## src/common/adder_issue_macros.svh

```systemverilog
// sizing for the adder issue path; PREG_NUM and ISSUE_DEPTH must be powers of two
`ifndef ADDER_ISSUE_MACROS_SVH
`define ADDER_ISSUE_MACROS_SVH

// issue queue slots
`define ISSUE_DEPTH 4

// physical registers, register 0 is hardwired to zero
`define PREG_NUM 32

// wishbone byte address width
// five bits cover the map up to PRF_HI at 0x10
`define WB_ADR_W 5

`endif

```

## src/common/issue_pkg.sv

```systemverilog
// types for the adder issue path; widths follow adder_issue_macros.svh, xlen fixed at 64
`include "adder_issue_macros.svh"

package issue_pkg;

	typedef logic [63:0] xlen_t;
	typedef logic [$clog2(`PREG_NUM)-1:0] preg_idx_t;
	typedef logic [$clog2(`ISSUE_DEPTH)-1:0] slot_idx_t;

	// the eight instructions the adder handles
	typedef enum logic [2:0] {
		op_lui,
		op_auipc,
		op_addi,
		op_addiw,
		op_add,
		op_addw,
		op_sub,
		op_subw
	} adder_op_e;

	// renamed instruction as it leaves dispatch
	typedef struct packed {
		adder_op_e op;
		xlen_t     pc;
		xlen_t     imm;
		preg_idx_t rd;
		preg_idx_t rs1;
		preg_idx_t rs2;
	} issue_info_t;

	// operands already resolved at issue
	typedef struct packed {
		logic      fun_sub;
		logic      is32;
		preg_idx_t rd;
		xlen_t     op1;
		xlen_t     op2;
	} exec_info_t;

	typedef struct packed {
		logic      valid;
		preg_idx_t rd;
		xlen_t     data;
	} wb_result_t;

	// register file preload from the config port
	typedef struct packed {
		logic      valid;
		preg_idx_t idx;
		xlen_t     data;
	} prf_wr_t;

endpackage

```

## src/adder_issue/adder_exec.sv

```systemverilog
// single stage 64-bit adder; W forms sign extend bit 31, results to rd 0 are dropped
`timescale 1ns/10ps

module adder_exec (
	input  logic                  CLK,
	input  logic                  rst_n,
	input  logic                  exec_valid,
	input  issue_pkg::exec_info_t exec_info,
	output issue_pkg::wb_result_t result
);

	issue_pkg::xlen_t sum;
	issue_pkg::xlen_t res;

	logic valid_r;
	issue_pkg::preg_idx_t rd_r;
	issue_pkg::xlen_t data_r;

	always_comb begin
		if (exec_info.fun_sub)
			sum = exec_info.op1 - exec_info.op2;
		else
			sum = exec_info.op1 + exec_info.op2;
		// word ops keep the low half only
		if (exec_info.is32)
			res = {{32{sum[31]}}, sum[31:0]};
		else
			res = sum;
	end

	always_ff @(posedge CLK) begin
		if (!rst_n)
			valid_r <= 1'b0;
		else
			valid_r <= exec_valid && (exec_info.rd != '0);
	end

	always_ff @(posedge CLK) begin
		if (exec_valid) begin
			rd_r <= exec_info.rd;
			data_r <= res;
		end
	end

	assign result = '{valid: valid_r, rd: rd_r, data: data_r};

endmodule

```

## config.mk

```make
export PLATFORM = sky130hd
export DESIGN_NAME = adder_exec
export DESIGN_NICKNAME = d
export VERILOG_FILES = /design/src/common/issue_pkg.sv /design/src/adder_issue/adder_exec.sv
export VERILOG_INCLUDE_DIRS = /design/src /design/src/common
export SDC_FILE = /design/constraint.sdc
export NUM_CORES = 1
export LEC_CHECK = 0
export BUFFER_PORTS_ARGS = -buffer_cell sky130_fd_sc_hd__buf_4
export CORE_MARGIN = 2
export CORE_UTILIZATION = 50
export CTS_BUF_LIST = sky130_fd_sc_hd__clkbuf_4 sky130_fd_sc_hd__clkbuf_8
export DETAILED_ROUTE_END_ITERATION = 12
export PLACE_DENSITY = 0.87
export RECOVER_POWER = 25
export SLEW_MARGIN = 20
export SYNTH_ARGS = -nofsm -noshare
export SYNTH_HDL_FRONTEND = slang
export SYNTH_SLANG_ARGS = --single-unit
```

## constraint.sdc

```tcl
create_clock -name CLK -period 5.4 [get_ports CLK]
set_input_delay 0.54 -clock CLK [delete_from_list [all_inputs] [get_ports CLK]]
set_output_delay 0.54 -clock CLK [all_outputs]
set_load 0.005 [all_outputs]
```

==> results of run 1 <==
## cell usage after synthesis, types with 3 or more instances
library cell,instances
o21ai_0,64
or4_1,5
nor3_1,26
nand4_1,27
edfxtp_1,69
nor4_1,11
xor2_1,23
a21o_1,31
o221ai_1,3
o21bai_1,12
o31ai_1,6
or3_1,6
nor2_1,91
inv_1,29
ha_1,64
a22oi_1,3
o21a_1,13
buf_1,5
o211ai_1,4
nand2b_1,12
clkbuf_1,38
and2_1,6
a221oi_1,4
nor4b_1,3
a21oi_1,103
o2111ai_1,3
nor2b_1,5
or4_4,3
and3_1,10
a211oi_1,5
xnor2_1,90
nand2_1,70
nand3_1,16
a31oi_1,17
nor3b_1,4
or4b_1,4
## state kept, by name, summed over array words and instances (netlist names)
signal   count
valid_r      1
data_r      64
rd_r         5
## power by group through the flow
stage / sequential (mW) / combinational (mW) / clock [mW]
final: 0.791 / 1.24 / 0.484
after floorplan: 0.807 / 0.694 / 0
after detailed placement: 0.801 / 1.21 / 0
after global placement: 0.798 / 1.19 / 0
after global routing: 0.800 / 1.35 / 0.512
after CTS: 0.790 / 1.22 / 0.493
## routing by layer
layer	track usage, %	routed length [um]	share of wire (%)
met1	40.63	10380	44
met4	11.12	833	3.5
met3	5.905	2349	10
met2	42.43	9987	42
met5	0	0	0
## area by class of cell
type | instances | share of cell area, %
multi-input cells | 786 | 54.61
flip-flops and latches | 70 | 21.71
repair buffers | 230 | 17.84
well taps | 188 | 2.442
clock buffers | 10 | 1.364
inverters | 29 | 1.130
clock inverters | 6 | 0.8961
## cells by family (layout without fill, tap and decap cells)
logic type / Yosys count / in the layout
AND/OR/NAND/NOR: 314 / 314
AO/OA/AOI/OAI: 292 / 292
XOR/XNOR: 114 / 114
buffers and inverters: 76 / 275
flip-flops: 70 / 70
adder cells (fa/ha/maj): 65 / 65
multiplexers: 1 / 1
## worst min path at each step
stage	start	endpoint	slack, ns	depth (start not counted)
after global routing	exec_info[129]	rd_r[1]	0.36	1
after CTS	exec_info[129]	rd_r[1]	0.33	1
final	exec_info[128]	rd_r[0]	0.37	1
after global placement	exec_info[131]	rd_r[3]	0.72	1
after detailed placement	exec_info[129]	rd_r[1]	0.73	1
after floorplan	exec_info[128]	rd_r[0]	0.64	0
==> key figures, run 1 <==
Layout
  – N_diodes: 0
  – Fin area: 9634 um2
  – Layout area overhead: 26.25%
  – Commonest non-fill, non-tap cell in the layout: buf_4
  – Non-filler cells, final: 1,319
  – Nets@finish: 1,329
  – Most frequent cells in the layout: buf_4, a21oi_1, nor2_1
  – Register area: 2092 um2
  – Area of the multi-input gates: 5261 um2
  – FILL cells: 1,296
  – Core Util, Final: 64.09%
  – Share of layout cells above drive strength 1: 23.43%

Die
  – Die X: 127.5 um
  – Starting Density: 50.76%
  – # IOs: 208
  – Core area: 15,030 um2
  – Number of cell rows: 45
  – Area of the die: 16,270 um2
  – Die Y: 127.5 um

Timing
  – Tmin final: 4.948 ns
  – Crit share post-route: 91.64%
  – Final hold vios: 0
  – Unrepaired setup endpoints after global routing: no
  – Fin. max-slew vios: 71
  – Worst-Margin Slew: 3.703 ns
  – Final setup violation count: 0
  – Setup tns final: 0 ns
  – Worst hold slack: 0.3720 ns
  – Final WS setup: 0.4516 ns
  – Peak Freq: 202.1 MHz
  – Slew margin rel.: -146.8%

Clock tree
  – Sinks on the clock net: 70
  – H-tree depth: 3
  – CTS Buf Count: 9
  – CTS resizes: 0
  – Post-CTS Setup Bufs: 0
  – Root Driver: clkbuf_8
  – Clock tree buffer depth: 2
  – Cts hold-fix bufs: 0
  – CTS tree: built
  – Clock Pin Slew Worst Setup and Hold Paths: 0.07 ns

Logic synthesis
  – Xor-xnor portion of the synthesized cell area: 13.18%
  – Post-synth EDFFs: 69
  – Top FF cell, synth: edfxtp_1
  – Yosys warns: 0
  – Syn nets: 1,135
  – Yosys top cell area share: 27.15%
  – Synthesized area: 7631 um2
  – Largest family of logic cells by synthesized area: compound AO/OA/AOI/OAI gates
  – Compound-gate portion of the synthesized area: 23.71%
  – Post-synthesis simple-gate area fraction: 20.97%
  – Post-synthesis mux area share: 0.1312%
  – Async SR Flop Fraction: 0%
  – Post-Syn Area per Cell: 8.188 um2
  – Area leader, netlist: edfxtp_1
  – Cells after synthesis: 932
  – Adder-cell area share of the yosys netlist: 10.76%
  – Synth unique cells: 74
  – Register area share after synthesis: 27.41%
  – Yosys reg bits: 70
  – Synth area leaders: edfxtp_1, ha_1, xnor2_1

Detailed routing
  – WL final: 23,560 um
  – Routed wire per std cell: 17.86 um
  – # DRC: 0
  – First DRT Iteration DRCs: 755
  – Via count: 7,836
  – Via density per instance: 5.941
  – First-pass iteration count of the detailed router: 5
  – DRT antenna net count: 0

Global routing
  – Initial antenna violation count: 0
  – Global-route wire length before repair: 36,880 um
  – Vias in the first global route: 7,372
  – GRT Util Overall: 28.51%
  – Largest net degree at the start of global routing: 71
  – Gr ovfl total: 0

Pwr
  – Cell Int Power: 1.579 mW
  – Leak pwr: 4.074 nW
  – Switching share of power: 37.15%
  – Power density over the cells: 260.8 nW/um2
  – Clock power frac: 19.3%
  – Net Switching: 933.6 uW
  – Total chip power: 2.513 mW
  – Gate power share: 49.3%
  – Peak VDD IR: 0.0001425 V
  – Flop pwr share: 31.5%

Status
  – Failing checks: max-capacitance violations, max-slew violations
  – Outcome: finished with violations

Setup path
  – Crit path required time: 5.61 ns
  – Buf/Inv on CP: 1
  – Crit path DAT: 5.16 ns
  – Crit. path cell count: 18
  – Crit path launch type: input pin
  – CP endpoint kind: register
  – Critical Path End: data_r[59]
  – Critical path's slowest cell: or4_1
  – Critical path origin: exec_info[12]
  – Worst path max stage delay: 0.55 ns
  – CP max FO: 7
  – Setup Crit Path Kind: input pin to register
  – Crit path cell chain: buf_4 -> or4_4 -> or3_1 -> nor3_1 -> and2_2 -> and3_1 -> nand2_1 -> nor3_1 -> nor2_1 -> xnor2_1 -> ha_1 -> nand4_1 -> or4_1 -> a31oi_1 -> nor2_1 -> nor2b_1 -> or4_1 -> a32oi_1
  – Worst path top cell family by delay: simple AND/OR/NAND/NOR gates

Place
  – DP Worst Slack: 0.09616 ns
  – PortBufs: 207
  – Placed Instances: 1,303
  – GPL Wtd Cong: 0.9816
  – Post-detail-place hpwl: 19,160 um
  – Cell area after placement: 9409 um2

Worst hold path
  – Worst min path class: input pin to register

Flow run
  – Number of max-cap violations: 1
No activity file was read; power rests on OpenSTA's default activity.
==> run 2, diff against run 1 <==
clock period = 5.04 ns   (was 5.4 ns; I/O delays follow)
==> key figures, run 2 (synthesized netlist as in run 1, its figures left out) <==
Detailed routing
  – # DRC: 0 (unchanged)
  – Via count: 8,108 (+3.5%)
  – Via density per instance: 5.962 (+0.35%)
  – WL final: 24,390 um (+3.5%)
  – Met3 wire length: 2394 um (+1.9%)
  – First-pass iteration count of the detailed router: 5 (unchanged)
  – Routed wire per std cell: 17.93 um (+0.42%)
  – First DRT Iteration DRCs: 919 (+22%)
  – Met2 wire length: 10,690 um (+7.1%)
  – DR top layer: met4
  – DRT antenna net count: 0 (unchanged)
  – WL met1: 10,630 um (+2.4%)

Global routing
  – Vias in the first global route: 7,419 (+0.64%)
  – Global-route wire length before repair: 37,640 um (+2.1%)
  – Initial antenna violation count: 0 (unchanged)
  – Largest net degree at the start of global routing: 71 (unchanged)
  – GRT Util Overall: 29.28% (+0.76 points)
  – Gr ovfl total: 0 (unchanged)

Die
  – # IOs: 208 (unchanged)
  – Core area: 15,030 um2 (unchanged)
  – Area of the die: 16,270 um2 (unchanged)
  – Starting Density: 50.76% (unchanged)
  – Die Y: 127.5 um (unchanged)
  – Die X: 127.5 um (unchanged)
  – Number of cell rows: 45 (unchanged)

Pwr
  – Peak VDD IR: 0.0001459 V (+2.4%)
  – Leak pwr: 4.275 nW (+4.9%)
  – Power density over the cells: 278.6 nW/um2 (+6.8%)
  – Total chip power: 2.771 mW (+10%)

Timing
  – Worst-Margin Slew: 3.847 ns (+0.1444 ns)
  – Fin. max-slew vios: 71 (unchanged)
  – Slew margin rel.: -156.5% (-9.6 points)
  – Final setup violation count: 0 (unchanged)
  – Unrepaired setup endpoints after global routing: no
  – Peak Freq: 211.7 MHz
  – Crit share post-route: 93.74%
  – Final hold vios: 0 (unchanged)
  – Tmin final: 4.725 ns

Setup path
  – Setup Crit Path Kind: input pin to register
  – Critical Path End: data_r[59]
  – Crit path DAT: 4.94 ns (-0.22 ns)
  – CP endpoint kind: register
  – Critical path origin: exec_info[12]
  – CP max FO: 7 (unchanged)
  – Crit path launch type: input pin
  – Crit path required time: 5.26 ns (-0.35 ns)

Layout
  – Largest regs: data_r x64, rd_r x5, valid_r x1
  – Layout area overhead: 30.30%
  – FILL cells: 1,263 (-2.5%)
  – Share of layout cells above drive strength 1: 26.11% (+2.7 points)
  – Non-filler cells, final: 1,360 (+3.1%)
  – Most flop-heavy register: data_r
  – N_diodes: 0 (unchanged)
  – Most frequent cells in the layout: buf_4, a21oi_1, nor2_1
  – Max FFs per register: 64 (unchanged)
  – Commonest non-fill, non-tap cell in the layout: buf_4
  – Nets@finish: 1,370 (+3.1%)

Worst hold path
  – Worst min path class: input pin to register

Clock tree
  – Clock Pin Slew Worst Setup and Hold Paths: 0.08 ns (about the same)
  – Root Driver: clkbuf_8
  – H-tree depth: 3 (unchanged)
  – Sinks on the clock net: 70 (unchanged)
  – CTS Buf Count: 9 (unchanged)
  – CTS tree: built
  – Post-CTS Setup Bufs: 0 (unchanged)
  – Clock tree buffer depth: 2 (unchanged)

Place
  – PortBufs: 207 (unchanged)
  – Placed Instances: 1,344 (+3.1%)
  – Post-detail-place hpwl: 19,980 um (+4.3%)
  – GPL Wtd Cong: 0.9896 (+0.81%)

Status
  – Failing checks: max-capacitance violations, max-slew violations
  – Outcome: finished with violations

Flow run
  – Number of max-cap violations: 1 (unchanged)
-- run 2: layer usage --
metal | track usage (%) | up-vias
li1 | - | 3930
met1 | 40.57 | 3706
met2 | 44.98 | 426
met3 | 6.700 | 46
met4 | 10.28 | 0
met5 | 0 | -
-- run 2: how the worst min path moves through the flow --
stage / depth (start not counted) / from / to
2_1_floorplan: 0 / exec_info[128] / rd_r[0]
3_3_place_gp: 1 / exec_info[131] / rd_r[3]
3_5_place_dp: 1 / exec_info[129] / rd_r[1]
4_1_cts: 1 / exec_info[129] / rd_r[1]
5_1_grt: 1 / exec_info[128] / rd_r[0]
6_report: 1 / exec_info[128] / rd_r[0]
-- run 2: through the flow --
| step | setup slack, ns | hold WS, ns | utilization [%] | cell area (um2) | setup TNS, ns |
|---|---|---|---|---|---|
| finish | 0.3153 | 0.3313 | 66.14 | 9943 | 0 |
| global route | 0.002362 | 0.3208 | 66.14 | 9943 | 0 |
| CTS | 0.3885 | 0.2935 | 66.08 | 9935 | 0 |
| detailed placement | -0.001167 | 0.6937 | 64.64 | 9717 | -0.001167 |
| global placement | 0.07626 | 0.6879 | 64.64 | 9717 | 0 |
| floorplan | 0.3359 | 0.6029 | - | 7631 | 0 |
-- run 2: critical path: stages --
cell,delay [ns]
buf_4,0.12
or4_4,0.54
or3_1,0.37
and4bb_2,0.43
and4_1,0.37
and2b_2,0.20
nor2_1,0.05
xnor2_1,0.14
ha_1,0.29
buf_4,0.15
nand4_1,0.14
or4_1,0.48
a31oi_1,0.21
nor2_1,0.14
nor2b_1,0.18
or4_1,0.40
a32oi_1,0.21
-- run 2: where the power goes --
group          internal [mW]  leakage (nW)  switching, mW  total, mW
Sequential             0.809         0.683         0.0374      0.846
Clock                  0.283         0.111          0.243      0.526
Combinational          0.651          3.48          0.747       1.40
Total                   1.74          4.28           1.03       2.77
-- run 2: what timing repair did --
action | in CTS | in global routing
endpoints found under the setup margin | 0 | 6
hold buffers | 0 | 0
gates resized for setup | 0 | 2
-- run 2: layout make-up --
cell class,instances,area [um2],area share [%]
Timing Repair Buffer,271,2031,20.42
Clock buffer,10,131.4,1.321
Tap cell,188,235.2,2.366
Clock inverter,6,86.33,0.8683
Sequential cell,70,2092,21.04
Multi-Input combinational cell,786,5259,52.89
Inverter,29,108.9,1.095
==> run 3, diff against run 2 <==
BUFFER_PORTS_ARGS = -buffer_cell sky130_fd_sc_hd__buf_2   (was -buffer_cell sky130_fd_sc_hd__buf_4)
clock period = 6.1 ns   (was 5.04 ns; I/O delays follow)
==> key figures, run 3 (synthesized netlist as in run 1, its figures left out) <==
Clock tree
  – CTS Buf Count: 9 (unchanged)
  – Cts hold-fix bufs: 0 (unchanged)
  – Sinks on the clock net: 70 (unchanged)
  – H-tree depth: 3 (unchanged)
  – Clock Pin Slew Worst Setup and Hold Paths: 0.08 ns (about the same)
  – Clock tree buffer depth: 2 (unchanged)
  – Root Driver: clkbuf_8
  – CTS tree: built
  – Post-CTS Setup Bufs: 0 (unchanged)
  – CTS resizes: 0 (unchanged)

Layout
  – Commonest non-fill, non-tap cell in the layout: buf_2
  – Share of layout cells above drive strength 1: 21.88% (-4.2 points)
  – Layout area overhead: 17.84%
  – Most frequent cells in the layout: buf_2, a21oi_1, nor2_1
  – Core Util, Final: 59.82% (-6.3 points)
  – Max FFs per register: 64 (unchanged)
  – Nets@finish: 1,313 (-4.2%)
  – Most flop-heavy register: data_r
  – Non-filler cells, final: 1,306 (-4.0%)
  – FILL cells: 1,339 (+6.0%)
  – Largest regs: data_r x64, rd_r x5, valid_r x1

Pwr
  – Peak VDD IR: 0.0001235 V (-15%)
  – Flop pwr share: 32.7% (+2.1 points)
  – Gate power share: 46.8% (-3.7 points)
  – Clock power frac: 20.5% (+1.5 points)
  – Net Switching: 817.8 uW (-20%)
  – Switching share of power: 38.52% (+1.4 points)
  – Leak pwr: 3.809 nW (-11%)
  – Cell Int Power: 1.305 mW (-25%)
  – Power density over the cells: 236.1 nW/um2 (-15%)

Global routing
  – GRT Util Overall: 27.49% (-1.8 points)
  – Vias in the first global route: 7,195 (-3.0%)
  – Largest net degree at the start of global routing: 71 (unchanged)
  – Gr ovfl total: 0 (unchanged)
  – Global-route wire length before repair: 35,680 um (-5.2%)
  – Initial antenna violation count: 2 (+2)

Timing
  – Setup tns final: 0 ns (unchanged)
  – Crit share post-route: 89.57%
  – Tmin final: 5.464 ns
  – Slew margin rel.: -153.4% (+3.1 points)
  – Worst-Margin Slew: 3.800 ns (-0.04658 ns)
  – Unrepaired setup endpoints after global routing: no
  – Final setup violation count: 0 (unchanged)
  – Fin. max-slew vios: 71 (unchanged)
  – Peak Freq: 183.0 MHz
  – Final hold vios: 0 (unchanged)

Die
  – Area of the die: 16,270 um2 (unchanged)
  – Die X: 127.5 um (unchanged)
  – Core area: 15,030 um2 (unchanged)
  – Starting Density: 50.76% (unchanged)
  – # IOs: 208 (unchanged)
  – Die Y: 127.5 um (unchanged)
  – Number of cell rows: 45 (unchanged)

Detailed routing
  – Via density per instance: 6.041 (+1.3%)
  – WL final: 22,800 um (-6.5%)
  – First DRT Iteration DRCs: 714 (-22%)
  – DRT antenna net count: 0 (unchanged)
  – First-pass iteration count of the detailed router: 5 (unchanged)
  – # DRC: 0 (unchanged)
  – Routed wire per std cell: 17.46 um (-2.6%)
  – Via count: 7,889 (-2.7%)

Setup path
  – Critical path's slowest cell: or4b_1
  – Crit path DAT: 5.61 ns (+0.67 ns)
  – Crit path launch type: input pin
  – Crit path cell chain: buf_2 -> nor4_1 -> or4b_1 -> nor3_1 -> and2_2 -> and3_1 -> nand2_1 -> nor2_1 -> nor2_1 -> xnor2_1 -> ha_1 -> a21o_1 -> a21o_1 -> a221o_1 -> a31oi_1 -> nand2b_1 -> o21ai_0 -> a21oi_1 -> o21a_1 -> o31ai_1
  – Setup Crit Path Kind: input pin to register
  – Worst path max stage delay: 0.58 ns (+0.04 ns)
  – CP endpoint kind: register
  – CP max FO: 6 (-1)
  – Crit path required time: 6.25 ns (+0.99 ns)

Place
  – GPL Wtd Cong: 0.9524 (-3.8%)
  – Placed Instances: 1,287 (-4.2%)
  – PortBufs: 207 (unchanged)
  – Post-detail-place hpwl: 18,530 um (-7.3%)

Status
  – Failing checks: max-capacitance violations, max-slew violations
  – Outcome: finished with violations

Flow run
  – Number of max-cap violations: 1 (unchanged)

Worst hold path
  – Worst min path class: input pin to register
==> run 3: cell count changes in the layout (fill, tap and decap cells not counted), sizes merged <==
cell and change:
buf -55, clkbuf -3, clkinv -1, clkinvlp +1, diode +3, inv +1
==> run 3: power groups by stage <==
stage / Combinational (mW) / Clock (mW) / Sequential [mW]
floorplan: 0.615 / 0 / 0.714
global placement: 0.961 / 0 / 0.701
detailed placement: 0.970 / 0 / 0.703
CTS: 0.976 / 0.439 / 0.693
global route: 1.09 / 0.462 / 0.703
finish: 0.994 / 0.435 / 0.694
==> run 3: critical path, delay by kind of cell <==
family / cells / cell delay, ns
fa+ha+maj: 1 / 0.37
buf+inv: 1 / 0.12
simple gates: 9 / 2.32
xor+xnor: 1 / 0.13
compound gates: 8 / 2.05
==> run 3: routing by layer <==
layer | share of wire [%] | track usage (%)
met5 | 0 | 0
met4 | 3.0 | 10.21
met3 | 9.9 | 5.863
met2 | 42 | 40.52
met1 | 45 | 39.57
==> run 3: metrics by stage <==
stage               total power, mW  hold WS (ns)  area (um2)  worst slack [ns]
global route                  2.254        0.4225        8990            0.2953
global placement              1.662        0.8023        8771            0.7122
finish                        2.123        0.4429        8992            0.6362
detailed placement            1.673        0.8040        8771            0.4262
CTS                           2.109        0.4224        8992            0.7292
floorplan                     1.329        0.7089        7631             1.290
==> run 3: cell type report <==
class / instances / area (um2) / share of cell area [%]
clock inverter: 7 / 97.59 / 1.085
timing repair buffer: 214 / 1081 / 12.02
multi-input combinational: 786 / 5246 / 58.34
inverter: 29 / 108.9 / 1.211
tap: 188 / 235.2 / 2.616
antenna: 3 / 7.507 / 0.08348
clock buffer: 9 / 123.9 / 1.377
sequential: 70 / 2092 / 23.26
==> run 3: final timing paths <==
kind | from | end | cells after the start
worst max-delay path | exec_info[5] | data_r[53] | 20
worst min-delay path | exec_info[129] | rd_r[1] | 1
